<file path="src/hw/dhcp_client_defines.svh">
`ifndef DHCP_CLIENT_DEFINES_SVH
`define DHCP_CLIENT_DEFINES_SVH

// cycles allowed for one discover..ack attempt
`define DHCP_TIMEOUT_TICKS 4000

// further attempts after the first
`define DHCP_RETRIES 3

`define DHCP_MAC_ADDR 48'h02_00_5e_10_20_30

// messages held between core and frame builder
`define DHCP_TX_DEPTH 2

// fixed BOOTP header values
`define DHCP_COOKIE      32'h6382_5363
`define DHCP_FLAGS_BCAST 16'h8000
`define DHCP_HTYPE       8'd1
`define DHCP_HLEN        8'd6

// option codes
`define DHCP_OPT_MSG_TYPE 8'd53
`define DHCP_OPT_REQ_IP   8'd50
`define DHCP_OPT_SRV_ID   8'd54
`define DHCP_OPT_END      8'd255

`endif

</file>
<file path="src/hw/dhcp_client_pkg.sv">
package dhcp_client_pkg;

  // first octet in the top byte
  typedef logic [31:0] ipv4_t;

  typedef logic [47:0] mac_t;

  typedef logic [31:0] xid_t;

  typedef logic [15:0] ipv4_id_t;

  // option 53 values
  typedef enum logic [7:0] {
    msg_discover = 8'd1,
    msg_offer    = 8'd2,
    msg_request  = 8'd3,
    msg_ack      = 8'd5
  } dhcp_msg_e;

  // BOOTP op field
  typedef enum logic [7:0] {
    op_boot_request = 8'd1,
    op_boot_reply   = 8'd2
  } dhcp_op_e;

  // client FSM
  typedef enum logic [2:0] {
    st_idle,
    st_discover,
    st_offer,
    st_request,
    st_ack
  } dhcp_state_e;

endpackage

</file>
<file path="src/hw/dhcp_client_core.sv">
`timescale 1ns/10ps

module dhcp_client_core (
  input  logic                       clk,
  input  logic                       rst,
  input  logic                       run,
  input  logic                       attempt_rst,
  input  dhcp_client_pkg::xid_t      xid_rand,
  input  dhcp_client_pkg::ipv4_id_t  id_rand,
  input  dhcp_client_pkg::ipv4_t     pref_ip,
  input  logic                       rx_val,
  input  dhcp_client_pkg::dhcp_op_e  rx_op,
  input  dhcp_client_pkg::xid_t      rx_xid,
  input  dhcp_client_pkg::dhcp_msg_e rx_msg_type,
  input  dhcp_client_pkg::ipv4_t     rx_yiaddr,
  input  dhcp_client_pkg::ipv4_t     rx_siaddr,
  input  logic                       rx_router_pres,
  input  dhcp_client_pkg::ipv4_t     rx_router,
  input  logic                       rx_mask_pres,
  input  dhcp_client_pkg::ipv4_t     rx_mask,
  output logic                       msg_push,
  output dhcp_client_pkg::dhcp_msg_e msg_type,
  output dhcp_client_pkg::xid_t      msg_xid,
  output dhcp_client_pkg::ipv4_t     msg_req_ip,
  output dhcp_client_pkg::ipv4_t     msg_srv_id,
  output dhcp_client_pkg::ipv4_id_t  msg_ipv4_id,
  output logic                       success,
  output dhcp_client_pkg::ipv4_t     assig_ip,
  output dhcp_client_pkg::ipv4_t     router,
  output logic                       router_val,
  output dhcp_client_pkg::ipv4_t     subnet_mask,
  output logic                       subnet_mask_val
);

  import dhcp_client_pkg::*;

  dhcp_state_e state;
  dhcp_msg_e   expect_type;
  xid_t        xid_q;
  ipv4_id_t    ipv4_id_q;
  ipv4_t       offered_ip;
  ipv4_t       server_ip;
  logic        done;
  logic        rx_match;

  assign expect_type = (state == st_ack) ? msg_ack : msg_offer;

  // reply to our own transaction of the expected kind
  assign rx_match = rx_val && (rx_op == op_boot_reply) && (rx_xid == xid_q) &&
                    (rx_msg_type == expect_type);

  // message handed to the FIFO while in discover or request
  assign msg_push    = (state == st_discover) || (state == st_request);
  assign msg_type    = (state == st_request) ? msg_request : msg_discover;
  assign msg_xid     = (state == st_discover) ? xid_rand : xid_q;
  assign msg_req_ip  = (state == st_request) ? offered_ip : pref_ip;
  assign msg_srv_id  = (state == st_request) ? server_ip : '0;
  assign msg_ipv4_id = (state == st_discover) ? id_rand : ipv4_id_q + 1'b1;

  always_ff @(posedge clk) begin
    if (rst || attempt_rst) begin
      state <= st_idle;
    end else begin
      case (state)
        st_idle: begin
          if (run && !done) begin
            state <= st_discover;
          end
        end
        st_discover: begin
          state <= st_offer;
        end
        st_offer: begin
          if (rx_match) begin
            state <= st_request;
          end
        end
        st_request: begin
          state <= st_ack;
        end
        st_ack: begin
          if (rx_match) begin
            state <= st_idle;
          end
        end
        default: begin
          state <= st_idle;
        end
      endcase
    end
  end

  // done blocks a restart until run drops
  always_ff @(posedge clk) begin
    if (rst) begin
      success         <= 1'b0;
      router_val      <= 1'b0;
      subnet_mask_val <= 1'b0;
      done            <= 1'b0;
    end else if (!run) begin
      done <= 1'b0;
    end else if (state == st_idle && !done) begin
      success         <= 1'b0;
      router_val      <= 1'b0;
      subnet_mask_val <= 1'b0;
    end else if (state == st_ack && rx_match && !attempt_rst) begin
      success         <= 1'b1;
      done            <= 1'b1;
      router_val      <= rx_router_pres;
      subnet_mask_val <= rx_mask_pres;
    end
  end

  always_ff @(posedge clk) begin
    if (state == st_discover) begin
      xid_q     <= xid_rand;
      ipv4_id_q <= id_rand;
    end
    if (state == st_offer && rx_match) begin
      offered_ip <= rx_yiaddr;
      server_ip  <= rx_siaddr;
    end
    if (state == st_ack && rx_match) begin
      assig_ip <= rx_yiaddr;
      if (rx_router_pres) begin
        router <= rx_router;
      end
      if (rx_mask_pres) begin
        subnet_mask <= rx_mask;
      end
    end
  end

  // sends only while an attempt is live
  a_push_in_run: assert property (@(posedge clk) disable iff (rst)
    msg_push |-> run && !attempt_rst);

endmodule

</file>
<file path="src/hw/dhcp_client_top.sv">
`timescale 1ns/10ps

module dhcp_client_top (
  input  logic                       clk,
  input  logic                       rst,
  input  logic                       start,
  input  dhcp_client_pkg::ipv4_t     pref_ip,
  input  logic                       rx_val,
  input  dhcp_client_pkg::dhcp_op_e  rx_op,
  input  dhcp_client_pkg::xid_t      rx_xid,
  input  dhcp_client_pkg::dhcp_msg_e rx_msg_type,
  input  dhcp_client_pkg::ipv4_t     rx_yiaddr,
  input  dhcp_client_pkg::ipv4_t     rx_siaddr,
  input  logic                       rx_router_pres,
  input  dhcp_client_pkg::ipv4_t     rx_router,
  input  logic                       rx_mask_pres,
  input  dhcp_client_pkg::ipv4_t     rx_mask,
  output logic                       frame_val,
  output logic [31:0]                frame_word,
  output logic                       frame_last,
  output dhcp_client_pkg::ipv4_id_t  frame_ipv4_id,
  output logic                       ready,
  output logic                       success,
  output logic                       fail,
  output dhcp_client_pkg::ipv4_t     assig_ip,
  output dhcp_client_pkg::ipv4_t     router,
  output logic                       router_val,
  output dhcp_client_pkg::ipv4_t     subnet_mask,
  output logic                       subnet_mask_val
);

  import dhcp_client_pkg::*;

  logic      run;
  logic      attempt_rst;
  xid_t      xid_rand;
  ipv4_id_t  id_rand;
  logic      msg_push;
  dhcp_msg_e msg_type;
  xid_t      msg_xid;
  ipv4_t     msg_req_ip;
  ipv4_t     msg_srv_id;
  ipv4_id_t  msg_ipv4_id;
  dhcp_msg_e head_type;
  xid_t      head_xid;
  ipv4_t     head_req_ip;
  ipv4_t     head_srv_id;
  ipv4_id_t  head_ipv4_id;
  logic      not_empty;
  logic      pop;

  dhcp_retry_ctl i_retry_ctl (
    .clk         (clk),
    .rst         (rst),
    .start       (start),
    .success     (success),
    .run         (run),
    .attempt_rst (attempt_rst),
    .fail        (fail),
    .ready       (ready)
  );

  dhcp_prng #(.W(32), .POLY(32'h8020_0003)) i_prng_xid (
    .clk (clk),
    .rst (rst),
    .res (xid_rand)
  );

  dhcp_prng #(.W(16), .POLY(16'hface)) i_prng_id (
    .clk (clk),
    .rst (rst),
    .res (id_rand)
  );

  dhcp_client_core i_core (
    .clk             (clk),
    .rst             (rst),
    .run             (run),
    .attempt_rst     (attempt_rst),
    .xid_rand        (xid_rand),
    .id_rand         (id_rand),
    .pref_ip         (pref_ip),
    .rx_val          (rx_val),
    .rx_op           (rx_op),
    .rx_xid          (rx_xid),
    .rx_msg_type     (rx_msg_type),
    .rx_yiaddr       (rx_yiaddr),
    .rx_siaddr       (rx_siaddr),
    .rx_router_pres  (rx_router_pres),
    .rx_router       (rx_router),
    .rx_mask_pres    (rx_mask_pres),
    .rx_mask         (rx_mask),
    .msg_push        (msg_push),
    .msg_type        (msg_type),
    .msg_xid         (msg_xid),
    .msg_req_ip      (msg_req_ip),
    .msg_srv_id      (msg_srv_id),
    .msg_ipv4_id     (msg_ipv4_id),
    .success         (success),
    .assig_ip        (assig_ip),
    .router          (router),
    .router_val      (router_val),
    .subnet_mask     (subnet_mask),
    .subnet_mask_val (subnet_mask_val)
  );

  dhcp_tx_fifo i_fifo (
    .clk          (clk),
    .rst          (rst),
    .push         (msg_push),
    .pop          (pop),
    .msg_type     (msg_type),
    .msg_xid      (msg_xid),
    .msg_req_ip   (msg_req_ip),
    .msg_srv_id   (msg_srv_id),
    .msg_ipv4_id  (msg_ipv4_id),
    .head_type    (head_type),
    .head_xid     (head_xid),
    .head_req_ip  (head_req_ip),
    .head_srv_id  (head_srv_id),
    .head_ipv4_id (head_ipv4_id),
    .not_empty    (not_empty)
  );

  dhcp_frame_builder i_builder (
    .clk           (clk),
    .rst           (rst),
    .not_empty     (not_empty),
    .head_type     (head_type),
    .head_xid      (head_xid),
    .head_req_ip   (head_req_ip),
    .head_srv_id   (head_srv_id),
    .head_ipv4_id  (head_ipv4_id),
    .pop           (pop),
    .frame_val     (frame_val),
    .frame_word    (frame_word),
    .frame_last    (frame_last),
    .frame_ipv4_id (frame_ipv4_id)
  );

endmodule

</file>
<file path="src/hw/dhcp_frame_builder.sv">
`timescale 1ns/10ps
`include "dhcp_client_defines.svh"

module dhcp_frame_builder (
  input  logic                       clk,
  input  logic                       rst,
  input  logic                       not_empty,
  input  dhcp_client_pkg::dhcp_msg_e head_type,
  input  dhcp_client_pkg::xid_t      head_xid,
  input  dhcp_client_pkg::ipv4_t     head_req_ip,
  input  dhcp_client_pkg::ipv4_t     head_srv_id,
  input  dhcp_client_pkg::ipv4_id_t  head_ipv4_id,
  output logic                       pop,
  output logic                       frame_val,
  output logic [31:0]                frame_word,
  output logic                       frame_last,
  output dhcp_client_pkg::ipv4_id_t  frame_ipv4_id
);

  import dhcp_client_pkg::*;

  localparam mac_t client_mac = `DHCP_MAC_ADDR;

  logic       busy;
  logic [3:0] word_cnt;
  logic [3:0] last_idx;
  logic       is_req;
  dhcp_msg_e  f_type;
  xid_t       f_xid;
  ipv4_t      f_req_ip;
  ipv4_t      f_srv_id;

  assign pop        = !busy && not_empty;
  assign is_req     = (f_type == msg_request);
  // request carries the extra server id option
  assign last_idx   = is_req ? 4'd13 : 4'd12;
  assign frame_val  = busy;
  assign frame_last = busy && (word_cnt == last_idx);

  always_ff @(posedge clk) begin
    if (rst) begin
      busy     <= 1'b0;
      word_cnt <= '0;
    end else if (pop) begin
      busy     <= 1'b1;
      word_cnt <= '0;
    end else if (frame_last) begin
      busy <= 1'b0;
    end else if (busy) begin
      word_cnt <= word_cnt + 1'b1;
    end
  end

  always_ff @(posedge clk) begin
    if (pop) begin
      f_type        <= head_type;
      f_xid         <= head_xid;
      f_req_ip      <= head_req_ip;
      f_srv_id      <= head_srv_id;
      frame_ipv4_id <= head_ipv4_id;
    end
  end

  always_comb begin
    case (word_cnt)
      4'd0:    frame_word = {8'(op_boot_request), `DHCP_HTYPE, `DHCP_HLEN, 8'd0};
      4'd1:    frame_word = f_xid;
      4'd2:    frame_word = {16'd0, `DHCP_FLAGS_BCAST};
      4'd7:    frame_word = client_mac[47:16];
      4'd8:    frame_word = {client_mac[15:0], 16'd0};
      4'd9:    frame_word = `DHCP_COOKIE;
      // byte packed options from here on
      4'd10:   frame_word = {`DHCP_OPT_MSG_TYPE, 8'd1, 8'(f_type), `DHCP_OPT_REQ_IP};
      4'd11:   frame_word = {8'd4, f_req_ip[31:8]};
      4'd12:   frame_word = is_req ? {f_req_ip[7:0], `DHCP_OPT_SRV_ID, 8'd4, f_srv_id[31:24]}
                                   : {f_req_ip[7:0], `DHCP_OPT_END, 16'd0};
      4'd13:   frame_word = {f_srv_id[23:0], `DHCP_OPT_END};
      // ciaddr, yiaddr, siaddr, giaddr
      default: frame_word = '0;
    endcase
  end

  // frame length is defined for discover and request only
  a_head_type: assert property (@(posedge clk) disable iff (rst)
    pop |-> (head_type inside {msg_discover, msg_request}));

endmodule

</file>
<file path="src/hw/dhcp_prng.sv">
`timescale 1ns/10ps

module dhcp_prng #(
  parameter int unsigned     W    = 32,
  parameter logic [W-1:0]    POLY = 32'h8020_0003
) (
  input  logic         clk,
  input  logic         rst,
  output logic [W-1:0] res
);

  logic [W-1:0] lfsr;
  logic [W-1:0] taps;

  // feedback mask applied when the bit shifted out is set
  assign taps = lfsr[0] ? POLY : '0;

  always_ff @(posedge clk) begin
    if (rst) begin
      // any nonzero seed works
      lfsr <= {W{1'b1}};
    end else begin
      lfsr <= (lfsr >> 1) ^ taps;
    end
  end

  assign res = lfsr;

endmodule

</file>
<file path="src/hw/dhcp_retry_ctl.sv">
`timescale 1ns/10ps
`include "dhcp_client_defines.svh"

module dhcp_retry_ctl (
  input  logic clk,
  input  logic rst,
  input  logic start,
  input  logic success,
  output logic run,
  output logic attempt_rst,
  output logic fail,
  output logic ready
);

  localparam int tmr_w = $clog2(`DHCP_TIMEOUT_TICKS);
  localparam int try_w = $clog2(`DHCP_RETRIES + 1);

  logic [tmr_w-1:0] tmr_cnt;
  logic [try_w-1:0] try_cnt;
  logic             run_q;
  logic             expire;

  assign ready  = fail | success;
  assign expire = run && (tmr_cnt == tmr_w'(`DHCP_TIMEOUT_TICKS - 1));

  // attempt timer reloads on each expiry
  always_ff @(posedge clk) begin
    if (rst || !run || expire) begin
      tmr_cnt <= '0;
    end else begin
      tmr_cnt <= tmr_cnt + 1'b1;
    end
  end

  always_ff @(posedge clk) begin
    if (rst) begin
      run         <= 1'b0;
      run_q       <= 1'b0;
      attempt_rst <= 1'b0;
      fail        <= 1'b0;
      try_cnt     <= '0;
    end else begin
      run_q       <= run;
      attempt_rst <= expire;
      if (start && !run) begin
        run     <= 1'b1;
        fail    <= 1'b0;
        try_cnt <= '0;
      // success from the previous run is still visible in the first cycle
      end else if (ready && run_q) begin
        run <= 1'b0;
      end else if (expire) begin
        if (try_cnt == try_w'(`DHCP_RETRIES)) begin
          fail <= 1'b1;
        end else begin
          try_cnt <= try_cnt + 1'b1;
        end
      end
    end
  end

  a_fail_xor_success: assert property (@(posedge clk) disable iff (rst)
    !(fail && success));

endmodule

</file>
<file path="src/hw/dhcp_tx_fifo.sv">
`timescale 1ns/10ps
`include "dhcp_client_defines.svh"

module dhcp_tx_fifo (
  input  logic                       clk,
  input  logic                       rst,
  input  logic                       push,
  input  logic                       pop,
  input  dhcp_client_pkg::dhcp_msg_e msg_type,
  input  dhcp_client_pkg::xid_t      msg_xid,
  input  dhcp_client_pkg::ipv4_t     msg_req_ip,
  input  dhcp_client_pkg::ipv4_t     msg_srv_id,
  input  dhcp_client_pkg::ipv4_id_t  msg_ipv4_id,
  output dhcp_client_pkg::dhcp_msg_e head_type,
  output dhcp_client_pkg::xid_t      head_xid,
  output dhcp_client_pkg::ipv4_t     head_req_ip,
  output dhcp_client_pkg::ipv4_t     head_srv_id,
  output dhcp_client_pkg::ipv4_id_t  head_ipv4_id,
  output logic                       not_empty
);

  import dhcp_client_pkg::*;

  localparam int depth = `DHCP_TX_DEPTH;
  localparam int aw    = (depth > 1) ? $clog2(depth) : 1;
  localparam int cw    = $clog2(depth + 1);

  dhcp_msg_e type_mem  [depth];
  xid_t      xid_mem   [depth];
  ipv4_t     req_mem   [depth];
  ipv4_t     srv_mem   [depth];
  ipv4_id_t  id_mem    [depth];

  logic [aw-1:0] wr_ptr;
  logic [aw-1:0] rd_ptr;
  logic [cw-1:0] count;

  always_ff @(posedge clk) begin
    if (push) begin
      type_mem[wr_ptr] <= msg_type;
      xid_mem[wr_ptr]  <= msg_xid;
      req_mem[wr_ptr]  <= msg_req_ip;
      srv_mem[wr_ptr]  <= msg_srv_id;
      id_mem[wr_ptr]   <= msg_ipv4_id;
    end
  end

  always_ff @(posedge clk) begin
    if (rst) begin
      wr_ptr <= '0;
      rd_ptr <= '0;
      count  <= '0;
    end else begin
      if (push) begin
        wr_ptr <= (wr_ptr == aw'(depth - 1)) ? '0 : wr_ptr + 1'b1;
      end
      if (pop) begin
        rd_ptr <= (rd_ptr == aw'(depth - 1)) ? '0 : rd_ptr + 1'b1;
      end
      case ({push, pop})
        2'b10:   count <= count + 1'b1;
        2'b01:   count <= count - 1'b1;
        default: count <= count;
      endcase
    end
  end

  assign head_type    = type_mem[rd_ptr];
  assign head_xid     = xid_mem[rd_ptr];
  assign head_req_ip  = req_mem[rd_ptr];
  assign head_srv_id  = srv_mem[rd_ptr];
  assign head_ipv4_id = id_mem[rd_ptr];
  assign not_empty    = (count != '0);

  // producer never outruns the builder
  a_no_overflow: assert property (@(posedge clk) disable iff (rst)
    push |-> (count != cw'(depth)));

  a_no_underflow: assert property (@(posedge clk) disable iff (rst)
    pop |-> not_empty);

endmodule

</file>
<file path="config.mk">
export PLATFORM = sky130hd
export DESIGN_NAME = dhcp_client_top
export DESIGN_NICKNAME = d
export VERILOG_FILES = /design/src/hw/dhcp_client_pkg.sv /design/src/hw/dhcp_client_core.sv /design/src/hw/dhcp_client_top.sv /design/src/hw/dhcp_frame_builder.sv /design/src/hw/dhcp_prng.sv /design/src/hw/dhcp_retry_ctl.sv /design/src/hw/dhcp_tx_fifo.sv
export VERILOG_INCLUDE_DIRS = /design/src /design/src/hw
export SDC_FILE = /design/constraint.sdc
export NUM_CORES = 1
export LEC_CHECK = 0
export ABC_AREA = 1
export BUFFER_PORTS_ARGS = -buffer_cell sky130_fd_sc_hd__buf_2
export CAP_MARGIN = 20
export CORE_ASPECT_RATIO = 1.1
export CORE_MARGIN = 10
export CORE_UTILIZATION = 35
export CTS_CLUSTER_DIAMETER = 30
export DETAILED_ROUTE_END_ITERATION = 10
export PLACE_DENSITY = 0.52
export SETUP_SLACK_MARGIN = 0.3
export SLEW_MARGIN = 5
export SYNTH_ARGS = -nofsm -noshare
export SYNTH_HDL_FRONTEND = slang
export SYNTH_SLANG_ARGS = --single-unit
</file>
<file path="constraint.sdc">
create_clock -name clk -period 9.57 [get_ports clk]
set_clock_uncertainty 0.05 [all_clocks]
set_input_delay 0.4785 -clock clk [delete_from_list [all_inputs] [get_ports clk]]
set_output_delay 0.4785 -clock clk [all_outputs]
set_load 0.1 [all_outputs]
</file>
==> summary.json, run 1 <==
{
  "run_status": "finished clean",
  "pwr-share-comb": 0.187,
  "leading_cell_types_in_the_layout_fill_and_taps_excluded": "671 x nand2_1, 515 x edfxtp_1, 364 x buf_2",
  "synth-seq-cells": 629,
  "cp_slowest_cell": "nor2_2",
  "cts_made_buffers": 134,
  "final_common_cell": "nand2_1",
  "setup_viol_count_final": 0,
  "final.period_utilization": 0.380,
  "grt_start_max_net_pins": 80,
  "routed_wire_length_per_instance_microns": 18.9,
  "fin_tns_setup_ns": 0,
  "worst_path_fanout_max": 17,
  "drive_gt1_frac": 0.250,
  "syn-instance-count": 1878,
  "power.internal_w": 0.00723,
  "core-area_sq_um": 65200,
  "floorplan.die_area_sq_um": 76800,
  "synth_to_final_area_change_pct": 38.0,
  "p_sw_w": 0.00334,
  "ant_nets": 0,
  "synth.yosys.warnings": 0,
  "drc": 0,
  "ctsLongestPathBuffers": 3,
  "post-route-worst-setup-slack_ns": 5.93,
  "clock-root-buffer": "clkbuf_16",
  "clockPowerShare": 0.429,
  "worst-endpoint-arrival_ns": 3.11,
  "clock_insertion_delay_worst_skew_ns": 0.69,
  "design_power_total_w": 0.0106,
  "synthesis.area_sq_um": 23100,
  "die-width_microns": 265,
  "gp_congestion": 0.827,
  "final_hold_violation_count": 0,
  "initial_utilization": 0.355,
  "relSlewSlack": 0.321,
  "worst_ep_required_time_ns": 9.04,
  "row_count": 98,
  "port_buffers": 364,
  "route.final.wire_length_microns": 64900,
  "reg.largest.list": "i_fifo.req_mem: 64 flops, i_fifo.srv_mem: 64 flops, i_fifo.xid_mem: 64 flops",
  "first_global_vias": 16362,
  "grt_antenna_before_repair": 5,
  "drt_iter0_drc": 940,
  "syn-num-nets": 2100,
  "async_flop_share": 0,
  "cts_tree": "done",
  "cp_cell_sequence": "ha_1 > inv_1 > nor2_2 > buf_6 > nand2_1 > o21ai_0 > a221oi_1 > nand4_1 > buf_2",
  "postCtsSetupBuffers": 0,
  "wire_length_of_the_first_global_routing_pass_microns": 96400,
  "cts_max_level": 4,
  "io-pin-count": 365,
  "cts_sinks": 629,
  "worst_ir_drop_vdd_mv": 0.204,
  "power_per_cell_area_nw_per_um2": 331,
  "grt_overflow_total": 0,
  "setup.worst_path.start_class": "flop",
  "synthFlopType": "edfxtp_1",
  "drt_pre_antenna_iters": 5,
  "top_area_cells_in_the_synthesized_netlist": "edfxtp_1 67%, nand2_1 11%, dfxtp_1 9.9%",
  "drv_cap": 0,
  "synth_top_area_frac": 0.668,
  "num-nets-final": 2696,
  "post_synth.cell_area_avg_sq_um": 12.3,
  "post_dp_cell_area_sq_um": 26000,
  "sw_frac_of_total": 0.316,
  "ys_types": 40,
  "cts.clk_slew.worst_paths_ns": 0.04,
  "min_period_ns": 3.64,
  "synth.yosys.seq_area_share": 0.767,
  "preCtsSetupSlack_ns": 6.20,
  "fmax_ghz": 0.275,
  "hpwlAfterDp_microns": 43400,
  "synth_largest_area_cell": "edfxtp_1",
  "synth_edf_count": 515,
  "hold_path.class": "in2reg",
  "pwr-share-seq": 0.384,
  "post_layout_instance_area_sq_um": 31900,
  "static-leakage-power_nw": 13.2,
  "vias": 15560,
  "slew_viol_final": 0,
  "track_usage": 0.167,
  "viasPerCell": 4.53,
  "cpPeakStageDelay_ns": 0.67,
  "grt_setup_unrepaired": "no",
  "critical_path_class": "reg2out",
  "worst_pin_slew_ns": 1.02,
  "die_height_microns": 290,
  "cts_hold_buffers": 138,
  "end_kind": "primary output",
  "post_cts_resize_count": 0
}
## worst paths after layout
kind | from | endpoint | slack, ns | cells past startpoint
worst max register to register | i_core.state[1] | i_core.server_ip[1] | 6.41 | 11
worst min register to register | i_prng_xid.res[24] | i_prng_xid.res[23] | 0.36 | 2
worst max-delay path | i_builder.word_cnt[0] | frame_word[9] | 5.93 | 9
worst min-delay path | pref_ip[15] | i_fifo.req_mem[1][15] | 0.06 | 3
## through the flow
step	std cells	hold WS, ns	util
after floorplan	1878	0.339	-
after global placement	3048	0.353	0.398
after detailed placement	3049	0.348	0.398
after CTS	3429	0.000498	0.489
after global routing	3432	0.0131	0.490
final	3432	0.0559	0.490
## routing by layer
metal	wire length [microns]	vias up	GRT usage
met1	26100	7454	0.194
met4	1960	6	0.0711
met2	32900	441	0.283
met5	51	-	0
met3	3800	122	0.0507
li1	-	7537	-
## layout make-up
class / instances / area (sq um)
Antenna cell: 2 / 5.00
Clock buffer: 167 / 3670
Clock inverter: 75 / 863
Fill cell: 5776 / 33300
Inverter: 146 / 549
Multi-Input combinational cell: 1043 / 4670
Sequential cell: 629 / 17800
Tap cell: 850 / 1060
Timing Repair Buffer: 520 / 3360
## Yosys cell counts (all sizes together), types with 10 or more instances
library cell / n
xnor2: 13
xor2: 19
nand2: 673
edfxtp: 515
a21oi: 37
clkbuf: 54
a221oi: 10
inv: 143
or2: 23
o21ai: 65
nand3: 33
nor2: 115
dfxtp: 114
nand4: 12
## worst max-delay path, delay by kind of cell, from the launching register on
family	cells	cell delay [ns]
flops	1	0.41
simple gates	3	0.89
fa+ha+maj	1	0.20
compound gates	2	0.14
buf+inv	3	0.78
## power groups by stage
stage          sequential [W]  combinational, W  clock [W]
2_1_floorplan         0.00426           0.00115          0
3_3_place_gp          0.00411           0.00195          0
3_5_place_dp          0.00411           0.00197          0
4_1_cts               0.00407           0.00202    0.00463
5_1_grt               0.00411           0.00218    0.00477
6_report              0.00406           0.00198    0.00454
## cells by family after synthesis
family,count (synthesis),share of synthesized area
simple gates,872,0.151
flops,629,0.767
buf+inv,206,0.0338
compound gates,131,0.0320
xor+xnor,32,0.0121
fa+ha+maj,8,0.00433
Power figures use the tool's default switching activity.
==> run 2, diff against run 1 <==
Settings changed: PLACE_DENSITY 0.52 to 0.54.
Clock period 9.57 ns to 3.01 ns, I/O delays scaled along.
==> run 2 against run 1 <==
Via count up 0.17%. Total power rose to 3.1 times the previous value. Cell count is 0.76% higher. First-iteration DRC count down 7.2%. Combinational power increased to 3.4 times the previous value. Global-route usage fell by 0.13 points. Hold slack gained 0.099 ns. Largest cell class unchanged.
==> summary.json, run 2 (synthesized netlist as in run 1, its figures left out) <==
{
  "floorplan.die_area": {"value": 76800, "unit": "sq um", "change": "unchanged"},
  "relSlewSlack": {"value": 0.406, "change": "was 0.321"},
  "setup_viol_count_final": {"value": 0, "change": "unchanged"},
  "hpwlAfterDp": {"value": 44100, "unit": "microns", "change": "was 43400 microns"},
  "worst_ep_required_time": {"value": 2.81, "unit": "ns", "change": "was 9.04 ns"},
  "port_buffers": {"value": 364, "change": "unchanged"},
  "gp_congestion": {"value": 0.851, "change": "was 0.827"},
  "static-leakage-power": {"value": 13.2, "unit": "nW", "change": "about the same"},
  "final_core_util": {"value": 0.493, "change": "was 0.490"},
  "track_usage": {"value": 0.165, "change": "was 0.167"},
  "critical_path_class": {"value": "reg2out", "change": "unchanged"},
  "min_period_ns": 2.71,
  "final_common_cell": {"value": "nand2_1", "change": "unchanged"},
  "drive_gt1_frac": {"value": 0.256, "change": "was 0.250"},
  "setup.worst_path.start_class": {"value": "flop", "change": "unchanged"},
  "drt_iter0_drc": {"value": 872, "change": "was 940"},
  "leading_cell_types_in_the_layout_fill_and_taps_excluded": {"value": "669 x nand2_1, 515 x edfxtp_1, 334 x buf_2", "change": "was 671 x nand2_1, 515 x edfxtp_1, 364 x buf_2"},
  "end_kind": {"value": "primary output", "change": "unchanged"},
  "power_per_cell_area": {"value": 1010, "unit": "nW/um^2", "change": "was 331 nW/um^2"},
  "worst_ir_drop_vdd": {"value": 0.556, "unit": "mV", "change": "was 0.204 mV"},
  "io-pin-count": {"value": 365, "change": "unchanged"},
  "ant_nets": {"value": 0, "change": "unchanged"},
  "grt_overflow_total": {"value": 0, "change": "unchanged"},
  "cts.clk_slew.worst_paths": {"value": 0.05, "unit": "ns", "change": "was 0.04 ns"},
  "run_status": {"value": "finished clean", "change": "unchanged"},
  "drv_cap": {"value": 0, "change": "unchanged"},
  "vias": {"value": 15586, "change": "was 15560"},
  "synth_to_final_area_change": {"value": 38.9, "unit": "%", "change": "was 38.0%"},
  "final.period_utilization": 0.899,
  "clock-root-buffer": {"value": "clkbuf_16", "change": "unchanged"},
  "design_power_total": {"value": 0.0325, "unit": "W", "change": "was 0.0106 W"},
  "routed_wire_length_per_instance": {"value": 18.8, "unit": "microns", "change": "was 18.9 microns"},
  "die-width": {"value": 265, "unit": "microns", "change": "unchanged"},
  "reg.largest.list": {"value": "i_fifo.req_mem: 64 flops, i_fifo.srv_mem: 64 flops, i_fifo.xid_mem: 64 flops", "change": "unchanged"},
  "drt_pre_antenna_iters": {"value": 5, "change": "unchanged"},
  "grt_setup_unrepaired": {"value": "yes", "change": "was no"},
  "cts_max_level": {"value": 3, "change": "was 4"},
  "worst_path_fanout_max": {"value": 5, "change": "was 17"},
  "drc": {"value": 0, "change": "unchanged"},
  "hold_path.class": {"value": "in2reg", "change": "unchanged"},
  "cts_made_buffers": {"value": 117, "change": "was 134"},
  "route.final.wire_length": {"value": 65200, "unit": "microns", "change": "was 64900 microns"},
  "grt_antenna_before_repair": {"value": 5, "change": "unchanged"},
  "crit-reg2reg-launch": {"value": "i_core.state[1]", "change": "unchanged"},
  "min_delay_path_depth": {"value": 2, "change": "was 3"},
  "cts_sinks": {"value": 629, "change": "unchanged"},
  "grt_start_max_net_pins": {"value": 101, "change": "was 80"},
  "row_count": {"value": 98, "change": "unchanged"},
  "worst_setup_path_startpoint": {"value": "i_builder.word_cnt[1]", "change": "was i_builder.word_cnt[0]"},
  "slew_viol_final": {"value": 0, "change": "unchanged"},
  "viasPerCell": {"value": 4.51, "change": "was 4.53"},
  "ff2ff_path_depth": {"value": 11, "change": "unchanged"},
  "worstSetupEndpoint": {"value": "frame_word[1]", "change": "was frame_word[9]"},
  "first_global_vias": {"value": 16425, "change": "was 16362"},
  "core-area": {"value": 65200, "unit": "sq um", "change": "unchanged"},
  "wire_length_of_the_first_global_routing_pass": {"value": 97000, "unit": "microns", "change": "was 96400 microns"},
  "clock_insertion_delay_worst_skew": {"value": 0.66, "unit": "ns", "change": "was 0.69 ns"},
  "final_hold_violation_count": {"value": 0, "change": "unchanged"},
  "initial_utilization": {"value": 0.355, "change": "unchanged"},
  "num-nets-final": {"value": 2722, "change": "was 2696"},
  "worst-endpoint-arrival": {"value": 2.51, "unit": "ns", "change": "was 3.11 ns"},
  "ctsLongestPathBuffers": {"value": 3, "change": "unchanged"},
  "die_height": {"value": 290, "unit": "microns", "change": "unchanged"},
  "worst_pin_slew": {"value": 0.881, "unit": "ns", "change": "was 1.02 ns"},
  "cts_tree": {"value": "done", "change": "unchanged"},
  "r2r_slack": {"value": 0.56, "unit": "ns", "change": "was 6.41 ns"},
  "fmax_ghz": 0.369,
  "worst_r2r_endpoint": {"value": "i_core.router[13]", "change": "was i_core.server_ip[1]"}
}
## run 2: cell types whose count changed in the layout (fill, tap and decap cells not counted), moves of 5 or more
cell           previous run  this run
clkinvlp_4               13        19
buf_2                   364       334
inv_1                   139       134
buf_6                     1         8
clkbuf_4                  0         5
clkinv_8                  7         1
clkbuf_16               139       124
dlygate4sd3_1           138       164
clkinv_4                  6        12
buf_12                    0        11
buf_4                    16        40
clkbuf_8                  9         3
## run 2: critical path, cell delays in order, from the launching register on
cell	delay (ns)
dfxtp_4	0.36
inv_2	0.09
ha_2	0.19
inv_2	0.06
nor2_2	0.31
inv_1	0.18
nand2_1	0.14
nor2_1	0.07
nand3_1	0.19
buf_6	0.26
## run 2: worst min path at each step
stage / from / endpoint / slack, ns
2_1_floorplan: rx_yiaddr[0] / i_core.assig_ip[0] / 0.20
3_3_place_gp: rx_siaddr[3] / i_core.server_ip[3] / 0.28
3_5_place_dp: rx_router[18] / i_core.router[18] / 0.28
4_1_cts: rx_siaddr[5] / i_core.server_ip[5] / 0.12
5_1_grt: rx_siaddr[24] / i_core.server_ip[24] / 0.14
6_report: rx_siaddr[5] / i_core.server_ip[5] / 0.16
## run 2: stage by stage
stage	setup TNS, ns	cell area, sq um	std cells	setup slack [ns]	hold WS [ns]
after floorplan	-215.49	23200	1878	-0.957	0.199
after global placement	0	26200	3058	0.495	0.278
after detailed placement	0	26200	3058	0.429	0.279
after CTS	0	32000	3451	0.277	0.118
after global routing	0	32100	3456	0.239	0.138
final	0	32100	3458	0.303	0.155
## run 2: layout make-up
| type | instances | area [sq um] |
|---|---|---|
| Antenna cell | 3 | 7.51 |
| Clock buffer | 142 | 3200 |
| Clock inverter | 82 | 822 |
| Fill cell | 5727 | 33100 |
| Inverter | 146 | 558 |
| Multi-Input combinational cell | 1043 | 4740 |
| Sequential cell | 629 | 17800 |
| Tap cell | 850 | 1060 |
| Timing Repair Buffer | 563 | 3980 |
## run 2: routing by layer
layer  up-vias  GRT usage  part of all wire
li1       7603          -                 -
met1      7393      0.195              0.40
met2       462      0.287              0.51
met4         2     0.0694             0.032
met3       126     0.0400             0.059
met5         -          0           0.00020
## run 2: what timing repair did
action                                  CTS  global route
endpoints found under the setup margin   32            22
resized for setup                        50            23
hold endpoints to repair                231             0
setup buffers                             5             3
hold buffers                            164             0
gates cloned                              0             1
pin swaps                                 5             5
## run 2: report_power, final
group | internal [W] | switching (W) | total, W
Clock | 0.00853 | 0.00443 | 0.0130
Sequential | 0.0120 | 0.000832 | 0.0128
Combinational | 0.00158 | 0.00511 | 0.00669
Total | 0.0221 | 0.0104 | 0.0325
